==> config.mk <==
export PLATFORM = sky130hd
export DESIGN_NAME = axi_tcdm_subsys
export DESIGN_NICKNAME = d
export VERILOG_FILES = /design/src/logic/axi_pkg.sv /design/src/logic/tcdm_pkg.sv /design/src/logic/tcdm_if.sv /design/src/logic/axi2tcdm.sv /design/src/logic/axi_tcdm_subsys.sv /design/src/logic/tcdm_sram_bank.sv
export VERILOG_INCLUDE_DIRS = /design/src /design/src/logic
export SDC_FILE = /design/constraint.sdc
export NUM_CORES = 2
export LEC_CHECK = 0
export BUFFER_PORTS_ARGS = -buffer_cell sky130_fd_sc_hd__buf_4
export CAP_MARGIN = 15
export CORE_AREA = 8 8 755 757
export DETAILED_ROUTE_END_ITERATION = 8
export DIE_AREA = 0 0 763 765
export PLACE_DENSITY = 0.41
export SETUP_SLACK_MARGIN = 0.02
export SYNTH_ARGS = -nofsm -noshare
export SYNTH_HDL_FRONTEND = slang
export SYNTH_SLANG_ARGS = --single-unit
export TNS_END_PERCENT = 30
==> constraint.sdc <==
create_clock -name clk_i -period 4.1 [get_ports clk_i]
set_clock_uncertainty 0.1 [all_clocks]
set_input_delay 0.205 -clock clk_i [delete_from_list [all_inputs] [get_ports clk_i]]
set_output_delay 0.205 -clock clk_i [all_outputs]
set_load 0.01 [all_outputs]
==> src/logic/axi_tcdm_defs.svh <==
/*
  Width and size constants for the AXI slave port and the banked TCDM
  behind it. Included by the packages and by every module that sizes
  arrays or loops from these values.
*/
`ifndef AXI_TCDM_DEFS_SVH
`define AXI_TCDM_DEFS_SVH

// AXI side of the bridge
`define AXI_ADDR_WIDTH 32
`define AXI_DATA_WIDTH 64
`define AXI_ID_WIDTH   4

// one 32-bit lane per bank, each lane takes half of a 64-bit beat
`define NB_TCDM_PORTS  2

// words per bank, two banks of 64 words cover 512 bytes
`define BANK_WORDS     64

`endif

==> src/logic/axi_pkg.sv <==
/*
  AXI field types and response codes for the single-beat slave port.
  Shared by the bridge, the subsystem top level and the testbench.
*/
`include "axi_tcdm_defs.svh"

package axi_pkg;

  // only the two codes this slave ever returns
  typedef enum logic [1:0] {
    RESP_OKAY   = 2'b00,
    RESP_SLVERR = 2'b10
  } axi_resp_t;

  typedef logic [`AXI_ADDR_WIDTH-1:0]   axi_addr_t;
  typedef logic [`AXI_DATA_WIDTH-1:0]   axi_data_t;

  // one strobe bit per byte of the beat
  typedef logic [`AXI_DATA_WIDTH/8-1:0] axi_strb_t;

  typedef logic [`AXI_ID_WIDTH-1:0]     axi_id_t;

endpackage

==> src/logic/tcdm_pkg.sv <==
/*
  TCDM word, byte-enable and row types. Used by the bridge lanes, the
  SRAM banks and the request/response interface between them.
*/
`include "axi_tcdm_defs.svh"

package tcdm_pkg;

  typedef logic [31:0] tcdm_data_t;
  typedef logic [3:0]  tcdm_be_t;

  // row index inside one bank, not a byte address
  typedef logic [$clog2(`BANK_WORDS)-1:0] tcdm_addr_t;

endpackage

==> src/logic/tcdm_if.sv <==
/*
  TCDM request/response channel for one bank lane. The bridge drives the
  request side through the master modport, the bank answers through the
  slave modport with a grant and a response one cycle later.
*/
`timescale 1ns/1ps

interface tcdm_if import tcdm_pkg::*; ();

  // request side
  logic       req;
  tcdm_addr_t add;
  logic       wen;
  tcdm_data_t wdata;
  tcdm_be_t   be;

  // grant and response side
  logic       gnt;
  logic       r_valid;
  tcdm_data_t r_rdata;

  modport master (
    output req, add, wen, wdata, be,
    input  gnt, r_valid, r_rdata
  );

  modport slave (
    input  req, add, wen, wdata, be,
    output gnt, r_valid, r_rdata
  );

endinterface

==> src/logic/axi2tcdm.sv <==
/*
  Bridge from a single-beat AXI slave port to per-lane TCDM requests.
  A 64-bit beat is split into 32-bit lanes, one per bank, and the AXI
  write or read response is returned once every lane in use has answered.
  Addresses past the end of the memory get SLVERR without a bank access.
  Only one transaction is in flight at a time.
*/
`timescale 1ns/1ps
`include "axi_tcdm_defs.svh"

module axi2tcdm import axi_pkg::*, tcdm_pkg::*; (
  input  logic      clk_i,
  input  logic      rst_n_i,
  // write address channel
  input  logic      aw_valid_i,
  input  axi_addr_t aw_addr_i,
  input  axi_id_t   aw_id_i,
  output logic      aw_ready_o,
  // write data channel
  input  logic      w_valid_i,
  input  axi_data_t w_data_i,
  input  axi_strb_t w_strb_i,
  input  logic      w_last_i,
  output logic      w_ready_o,
  // write response channel
  output logic      b_valid_o,
  output axi_resp_t b_resp_o,
  output axi_id_t   b_id_o,
  input  logic      b_ready_i,
  // read address channel
  input  logic      ar_valid_i,
  input  axi_addr_t ar_addr_i,
  input  axi_id_t   ar_id_i,
  output logic      ar_ready_o,
  // read data channel
  output logic      r_valid_o,
  output axi_data_t r_data_o,
  output axi_resp_t r_resp_o,
  output axi_id_t   r_id_o,
  output logic      r_last_o,
  input  logic      r_ready_i,
  // one TCDM port per bank
  tcdm_if.master    tcdm_master_o [`NB_TCDM_PORTS],
  output logic      busy_o
);

  localparam int unsigned NB_LANES  = `NB_TCDM_PORTS;
  localparam int unsigned LANE_W    = $bits(tcdm_data_t);
  localparam int unsigned LANE_BE   = $bits(tcdm_be_t);
  localparam int unsigned ROW_W     = $bits(tcdm_addr_t);
  localparam int unsigned ROW_LSB   = $clog2(`AXI_DATA_WIDTH / 8);
  localparam int unsigned MEM_BYTES = NB_LANES * `BANK_WORDS * LANE_BE;

  typedef enum logic [1:0] {
    ST_IDLE,
    ST_REQ,
    ST_WAIT,
    ST_RESP
  } state_e;

  state_e state_q;
  state_e state_d;

  // lanes still to be issued, and lanes waiting for their r_valid
  logic [NB_LANES-1:0] todo_q;
  logic [NB_LANES-1:0] todo_d;
  logic [NB_LANES-1:0] pend_q;
  logic [NB_LANES-1:0] pend_d;

  logic [NB_LANES-1:0] lane_req;
  logic [NB_LANES-1:0] lane_gnt;
  logic [NB_LANES-1:0] lane_accept;
  logic [NB_LANES-1:0] lane_rvalid;
  logic [NB_LANES-1:0] wr_lanes;
  tcdm_data_t          lane_rdata [NB_LANES];

  logic write_pending;
  logic aw_hs;
  logic ar_hs;
  logic wr_err;
  logic rd_err;
  logic lanes_done;

  axi_id_t    id_q;
  tcdm_addr_t row_q;
  axi_data_t  wdata_q;
  axi_strb_t  strb_q;
  axi_resp_t  resp_q;
  axi_data_t  rdata_q;
  logic       is_write_q;

  // a write needs both AW and W present and wins over a read in the same cycle
  assign write_pending = aw_valid_i & w_valid_i;
  assign aw_ready_o    = (state_q == ST_IDLE) & write_pending;
  assign w_ready_o     = aw_ready_o;
  assign ar_ready_o    = (state_q == ST_IDLE) & ar_valid_i & ~write_pending;
  assign aw_hs         = aw_valid_i & aw_ready_o;
  assign ar_hs         = ar_valid_i & ar_ready_o;

  // bursts are not supported, so a beat without w_last is refused as well
  assign wr_err = (aw_addr_i >= axi_addr_t'(MEM_BYTES)) | ~w_last_i;
  assign rd_err = ar_addr_i >= axi_addr_t'(MEM_BYTES);

  // a write lane with no enabled byte is skipped entirely
  always_comb begin
    for (int i = 0; i < NB_LANES; i++) begin
      wr_lanes[i] = |w_strb_i[LANE_BE*i +: LANE_BE];
    end
  end

  for (genvar i = 0; i < NB_LANES; i++) begin : gen_lane
    assign tcdm_master_o[i].req   = lane_req[i];
    assign tcdm_master_o[i].add   = row_q;
    assign tcdm_master_o[i].wen   = ~is_write_q;
    assign tcdm_master_o[i].wdata = wdata_q[LANE_W*i +: LANE_W];
    assign tcdm_master_o[i].be    = is_write_q ? strb_q[LANE_BE*i +: LANE_BE] : '1;

    assign lane_gnt[i]    = tcdm_master_o[i].gnt;
    assign lane_rvalid[i] = tcdm_master_o[i].r_valid;
    assign lane_rdata[i]  = tcdm_master_o[i].r_rdata;
  end

  assign lane_req    = (state_q == ST_REQ) ? todo_q : '0;
  assign lane_accept = lane_req & lane_gnt;
  assign lanes_done  = (pend_q & ~lane_rvalid) == '0;

  always_comb begin
    state_d = state_q;
    todo_d  = todo_q & ~lane_accept;
    pend_d  = (pend_q & ~lane_rvalid) | lane_accept;

    case (state_q)
      ST_IDLE: begin
        if (aw_hs) begin
          state_d = wr_err ? ST_RESP : ST_REQ;
          todo_d  = wr_err ? '0 : wr_lanes;
        end else if (ar_hs) begin
          // a read always fetches the whole beat from both banks
          state_d = rd_err ? ST_RESP : ST_REQ;
          todo_d  = rd_err ? '0 : '1;
        end
      end
      ST_REQ: begin
        if ((todo_q & ~lane_gnt) == '0) begin
          state_d = is_write_q ? ST_RESP : ST_WAIT;
        end
      end
      ST_WAIT: begin
        if (lanes_done) begin
          state_d = ST_RESP;
        end
      end
      ST_RESP: begin
        if ((b_valid_o & b_ready_i) | (r_valid_o & r_ready_i)) begin
          state_d = ST_IDLE;
        end
      end
      default: begin
        state_d = ST_IDLE;
      end
    endcase
  end

  always_ff @(posedge clk_i) begin
    if (!rst_n_i) begin
      state_q <= ST_IDLE;
      todo_q  <= '0;
      pend_q  <= '0;
    end else begin
      state_q <= state_d;
      todo_q  <= todo_d;
      pend_q  <= pend_d;
    end
  end

  // transaction payload, captured on the address handshake
  always_ff @(posedge clk_i) begin
    if (aw_hs) begin
      id_q       <= aw_id_i;
      row_q      <= aw_addr_i[ROW_LSB +: ROW_W];
      wdata_q    <= w_data_i;
      strb_q     <= w_strb_i;
      resp_q     <= wr_err ? RESP_SLVERR : RESP_OKAY;
      is_write_q <= 1'b1;
    end else if (ar_hs) begin
      id_q       <= ar_id_i;
      row_q      <= ar_addr_i[ROW_LSB +: ROW_W];
      resp_q     <= rd_err ? RESP_SLVERR : RESP_OKAY;
      is_write_q <= 1'b0;
      // stays zero for a refused read
      rdata_q    <= '0;
    end

    for (int i = 0; i < NB_LANES; i++) begin
      if (!is_write_q && pend_q[i] && lane_rvalid[i]) begin
        rdata_q[LANE_W*i +: LANE_W] <= lane_rdata[i];
      end
    end
  end

  // the write response may rise in the same cycle as the last lane r_valid
  assign b_valid_o = (state_q == ST_RESP) & is_write_q & lanes_done;
  assign b_resp_o  = resp_q;
  assign b_id_o    = id_q;

  assign r_valid_o = (state_q == ST_RESP) & ~is_write_q & lanes_done;
  assign r_data_o  = rdata_q;
  assign r_resp_o  = resp_q;
  assign r_id_o    = id_q;
  assign r_last_o  = r_valid_o;

  assign busy_o = (state_q != ST_IDLE);

endmodule

==> src/logic/axi_tcdm_subsys.sv <==
/*
  Top level of the AXI-to-TCDM subsystem. Exposes the single-beat AXI
  slave channels as plain ports and connects the bridge to one SRAM bank
  per lane through a TCDM interface.
*/
`timescale 1ns/1ps
`include "axi_tcdm_defs.svh"

module axi_tcdm_subsys import axi_pkg::*; (
  input  logic      clk_i,
  input  logic      rst_n_i,
  input  logic      aw_valid_i,
  input  axi_addr_t aw_addr_i,
  input  axi_id_t   aw_id_i,
  output logic      aw_ready_o,
  input  logic      w_valid_i,
  input  axi_data_t w_data_i,
  input  axi_strb_t w_strb_i,
  input  logic      w_last_i,
  output logic      w_ready_o,
  output logic      b_valid_o,
  output axi_resp_t b_resp_o,
  output axi_id_t   b_id_o,
  input  logic      b_ready_i,
  input  logic      ar_valid_i,
  input  axi_addr_t ar_addr_i,
  input  axi_id_t   ar_id_i,
  output logic      ar_ready_o,
  output logic      r_valid_o,
  output axi_data_t r_data_o,
  output axi_resp_t r_resp_o,
  output axi_id_t   r_id_o,
  output logic      r_last_o,
  input  logic      r_ready_i,
  output logic      busy_o
);

  // one lane per bank
  tcdm_if tcdm_lane [`NB_TCDM_PORTS] ();

  axi2tcdm u_axi2tcdm (
    .clk_i         ( clk_i      ),
    .rst_n_i       ( rst_n_i    ),
    .aw_valid_i    ( aw_valid_i ),
    .aw_addr_i     ( aw_addr_i  ),
    .aw_id_i       ( aw_id_i    ),
    .aw_ready_o    ( aw_ready_o ),
    .w_valid_i     ( w_valid_i  ),
    .w_data_i      ( w_data_i   ),
    .w_strb_i      ( w_strb_i   ),
    .w_last_i      ( w_last_i   ),
    .w_ready_o     ( w_ready_o  ),
    .b_valid_o     ( b_valid_o  ),
    .b_resp_o      ( b_resp_o   ),
    .b_id_o        ( b_id_o     ),
    .b_ready_i     ( b_ready_i  ),
    .ar_valid_i    ( ar_valid_i ),
    .ar_addr_i     ( ar_addr_i  ),
    .ar_id_i       ( ar_id_i    ),
    .ar_ready_o    ( ar_ready_o ),
    .r_valid_o     ( r_valid_o  ),
    .r_data_o      ( r_data_o   ),
    .r_resp_o      ( r_resp_o   ),
    .r_id_o        ( r_id_o     ),
    .r_last_o      ( r_last_o   ),
    .r_ready_i     ( r_ready_i  ),
    .tcdm_master_o ( tcdm_lane  ),
    .busy_o        ( busy_o     )
  );

  for (genvar i = 0; i < `NB_TCDM_PORTS; i++) begin : gen_bank
    tcdm_sram_bank u_tcdm_sram_bank (
      .clk_i      ( clk_i        ),
      .rst_n_i    ( rst_n_i      ),
      .tcdm_slave ( tcdm_lane[i] )
    );
  end

endmodule

==> src/logic/tcdm_sram_bank.sv <==
/*
  Single-port SRAM bank of 32-bit words with byte enables, behind a TCDM
  slave port. Every request is granted at once and r_valid follows one
  cycle later for reads and writes alike.
*/
`timescale 1ns/1ps
`include "axi_tcdm_defs.svh"

module tcdm_sram_bank import tcdm_pkg::*; (
  input logic   clk_i,
  input logic   rst_n_i,
  tcdm_if.slave tcdm_slave
);

  localparam int unsigned NB_BYTES = $bits(tcdm_be_t);

  tcdm_data_t mem_q [`BANK_WORDS];
  tcdm_data_t rdata_q;
  logic       r_valid_q;
  logic       accept;

  // a single master per bank, so there is nothing to arbitrate
  assign tcdm_slave.gnt     = 1'b1;
  assign accept             = tcdm_slave.req & tcdm_slave.gnt;
  assign tcdm_slave.r_valid = r_valid_q;
  assign tcdm_slave.r_rdata = rdata_q;

  always_ff @(posedge clk_i) begin
    if (!rst_n_i) begin
      r_valid_q <= 1'b0;
    end else begin
      r_valid_q <= accept;
    end
  end

  // wen high is a read, otherwise only the enabled bytes are written
  always_ff @(posedge clk_i) begin
    if (accept) begin
      if (tcdm_slave.wen) begin
        rdata_q <= mem_q[tcdm_slave.add];
      end else begin
        for (int b = 0; b < NB_BYTES; b++) begin
          if (tcdm_slave.be[b]) begin
            mem_q[tcdm_slave.add][8*b +: 8] <= tcdm_slave.wdata[8*b +: 8];
          end
        end
      end
    end
  end

endmodule

==> impl_results.rst <==
.. list-table::
   :header-rows: 1

   * - Metric
     - Value
   * - Starting density of the core
     - 29.8%
   * - Static Leakage
     - 65.6 nW
   * - Hold Slack
     - 0.0776 ns
   * - Async set-or-reset flop fraction in the synthesized netlist
     - 0%
   * - Flip-flop and latch count after synthesis
     - 4316
   * - Placement Rows
     - 275
   * - Max Cap Violations
     - 0
   * - Synthesized area
     - 0.167 mm2
   * - Vias per cell
     - 5.36
   * - CTS-repair resized insts
     - 0
   * - Die area
     - 0.584 mm2
   * - Number of antenna violations at the first check in global routing
     - 83
   * - Type of the setup path with the least slack
     - flop to flop
   * - Number of failing setup endpoints in the final timing report
     - 0
   * - Status
     - completed
   * - Unique cell type count in the Yosys netlist
     - 75
   * - Chip Height
     - 765 um
   * - Root buffer cell
     - clkbuf_16
   * - Data required time of the critical path
     - 4.67 ns
   * - IR drop worst, VDD
     - 386 uV
   * - Growth of design area from synthesis to finish
     - 21.2%
   * - Total of warnings raised by yosys
     - 0
   * - Synthesized area per cell
     - 18.0 um2
   * - Classification of the worst-slack hold path
     - primary input to flop
   * - IO buf count
     - 226
   * - Layout cells sized above 1
     - 23.8%
   * - Buffer levels on the longest clock path
     - 4
   * - Count of H-tree levels built during CTS
     - 5
   * - Drt first-iter violations
     - 11700
   * - Max stage delay cell, worst path
     - a222oi_1
   * - Least-Margin Pin Slew
     - 1.27 ns
   * - Post-DR wirelength/cell
     - 35.8 um
   * - DRC violations left
     - 0
   * - CTS tree
     - yes
   * - Shortest clock period the worst path allows after layout
     - 4.07 ns
   * - GR Util All Layers
     - 22.0%
   * - Worst path max stage delay
     - 0.89 ns
   * - Global-route wire length before repair
     - 889000 um
   * - Clock latency on the worst-skew pair
     - 1.08 ns
   * - Vias after detailed routing
     - 99500
   * - Final estimated routing congestion in global placement
     - 0.819
   * - Clock buffers created by TritonCTS
     - 476
   * - Most repeated library cell on the critical path
     - buf_12
   * - Maximum net fanout on the critical path
     - 20
   * - TritonCTS Sinks
     - 4316
   * - Setup_tns
     - 0 ns
   * - Count of endpoints failing hold in the final timing report
     - 0
   * - Max Clock Freq
     - 246 MHz
   * - Synthesized instance count
     - 9242
   * - Largest net degree at the start of global routing
     - 75
   * - Vias in the first global route
     - 98900
   * - Normalized max-slew margin
     - 15.0%
   * - Placed wire-length estimate
     - 422000 um
   * - Antenna Nets Post-Route
     - 0
   * - Placeable core area
     - 0.558 mm2
   * - Endpoint class of the critical path
     - flop
   * - Critical path launch point type
     - flop
   * - Number of buffers added for setup after CTS
     - 0
   * - Hold_buf cts
     - 206
   * - Max Slew Vio Count
     - 0
   * - RSZ-0062 raised after global routing
     - no
   * - Number of I/O pins
     - 235
   * - Sequential cell area fraction in the yosys report
     - 77.8%
   * - Number of optimization iterations in the first detailed-route pass
     - 6
   * - Critical Path AT
     - 4.64 ns
   * - CTS clk-pin slew, worst paths
     - 0.06 ns
   * - Pwr per Cell Area
     - 601 mW/mm2
   * - Routed wire length
     - 665000 um
   * - CP cell instances
     - buf_12, buf_12, and2_4, buf_4, a21oi_1, o21ai_0, a222oi_1, nand4_1
   * - Number of flops mapped to enable cells by yosys
     - 4307
   * - Width of the die
     - 763 um
   * - Primary FF master, synth
     - edfxtp_1
   * - Grt ovf
     - 0
   * - Post-layout net count
     - 10800
   * - Final worst-path cycle share
     - 99.1%
## power breakdown
group / internal (mW) / total [mW] / leakage, nW / switching [mW]
Clock: 24.3 / 42.6 / 7.44 / 18.3
Sequential: 49.7 / 50.0 / 38.8 / 0.224
Combinational: 9.04 / 28.7 / 19.3 / 19.7
Total: 83.1 / 121 / 65.6 / 38.2
## cell families (layout without fill, tap and decap cells)
logic type | count (synthesis) | in the layout | share of synthesized area (%)
flip-flops | 4316 | 4316 | 77.8
AO/OA/AOI/OAI | 1868 | 1868 | 8.21
AND/OR/NAND/NOR | 1298 | 1298 | 3.34
multiplexers | 1088 | 1088 | 8.41
buffers and inverters | 666 | 2456 | 2.23
adder cells (fa/ha/maj) | 5 | 5 | 0.0376
other | 1 | 46 | 0.00225
## final timing paths
check,startpoint,end,slack [ns],cells after the start
worst max-delay path,u_axi2tcdm.tcdm_master_o[0].add[1]$_DFFE_PP_,flop,0.03,8
worst max register to register,u_axi2tcdm.tcdm_master_o[0].add[1]$_DFFE_PP_,flop,0.03,8
worst min register to register,flop,u_axi2tcdm.r_data_o[45]$_SDFFCE_PN0P_,0.42,1
worst min-delay path,aw_addr_i[11],u_axi2tcdm.todo_q[1]$_SDFF_PN0_,0.08,7
## worst max-delay path, delay by kind of cell (launching register included)
| kind | cells | cell delay, ns |
|---|---|---|
| buffers and inverters | 3 | 0.79 |
| and+or+nand+nor | 2 | 0.79 |
| DFF | 1 | 0.41 |
| AOI/OAI and AO/OA | 3 | 1.44 |
## cell type report
type | instances | area, um2
clock buffer | 559 | 12200
fill | 52300 | 357000
clock inverter | 315 | 3110
multi-input combinational | 4261 | 33600
timing repair buffer | 1571 | 13800
inverter | 11 | 68.8
antenna | 44 | 110
sequential | 4316 | 130000
tap | 7479 | 9360
## layout by cell type (no fill, tap or decap), drive strengths merged, types with 17 or more instances in the layout
cell and n:
edfxtp 4307, buf 1365, nor2 731, mux2i 579, clkbuf 559, a221oi 467, a22oi 370, nand2 291
mux2 289, a21oi 245, o21ai 238, clkinv 222, mux4 220, dlygate4sd3 206, o22ai 178, and2 70
a22o 67, a221o 60, bufinv 48, nand3 46, diode 44, nand4 35, inv 31, a211oi 30
a222oi 28, a31oi 28, o2bb2ai 26, clkinvlp 25, o22a 23, o211ai 23, o221ai 18, nor3 18
and3 17
## flip-flops by register name, indices dropped and copies added, names as in the netlist
register,count
u_axi2tcdm.strb_q,8
u_axi2tcdm.state_q,2
gen_bank.u_tcdm_sram_bank.tcdm_slave.r_valid,2
u_axi2tcdm.wdata_q,64
u_axi2tcdm.pend_q,2
gen_bank.u_tcdm_sram_bank.tcdm_slave.r_rdata,64
u_axi2tcdm.is_write_q,1
u_axi2tcdm.b_resp_o,1
u_axi2tcdm.b_id_o,4
u_axi2tcdm.r_data_o,64
u_axi2tcdm.tcdm_master_o.add,6
u_axi2tcdm.todo_q,2
gen_bank.u_tcdm_sram_bank.mem_q,4096
## cell usage after synthesis (23+ instances only)
master / count / area share [%]
nand4_1: 35 / 0.13
a31oi_1: 28 / 0.11
clkbuf_1: 179 / 0.40
o22ai_1: 178 / 0.67
buf_1: 50 / 0.11
mux2_2: 283 / 1.9
a222oi_1: 28 / 0.17
a211oi_1: 30 / 0.14
a22o_1: 67 / 0.35
nand3_1: 46 / 0.14
nor2_1: 730 / 1.6
mux2i_1: 579 / 3.5
a221o_1: 60 / 0.36
o2bb2ai_1: 26 / 0.14
a221oi_1: 459 / 2.4
buf_6: 70 / 0.47
edfxtp_1: 4307 / 78
nand2_1: 291 / 0.66
and2_1: 69 / 0.26
o211ai_1: 23 / 0.10
o21ai_0: 237 / 0.71
o22a_1: 23 / 0.12
buf_4: 100 / 0.45
a21oi_1: 245 / 0.74
buf_2: 256 / 0.77
a22oi_1: 370 / 1.7
mux4_2: 220 / 3.0
## metrics by stage
stage	power, mW	worst slack [ns]	cell area (um2)	std cells	util (%)
5_1_grt	125	0.0366	202000	18500	36.1
6_report	121	0.0349	202000	18600	36.1
2_1_floorplan	64.7	1.13	167000	9243	-
4_1_cts	122	0.177	202000	18500	36.1
3_5_place_dp	79.3	0.203	184000	17400	33.0
3_3_place_gp	79.3	0.228	184000	17400	33.0
## routing by layer
metal  global-route usage [%]  part of all wire [%]  up-vias
met2                     34.8                    46     4523
met4                     8.02                   3.9       12
met5                        0                 0.013        -
met3                     4.17                   7.5      958
met1                     30.2                    43    53400
li1                         -                     -    40600
(Power assumes the default switching activity.)
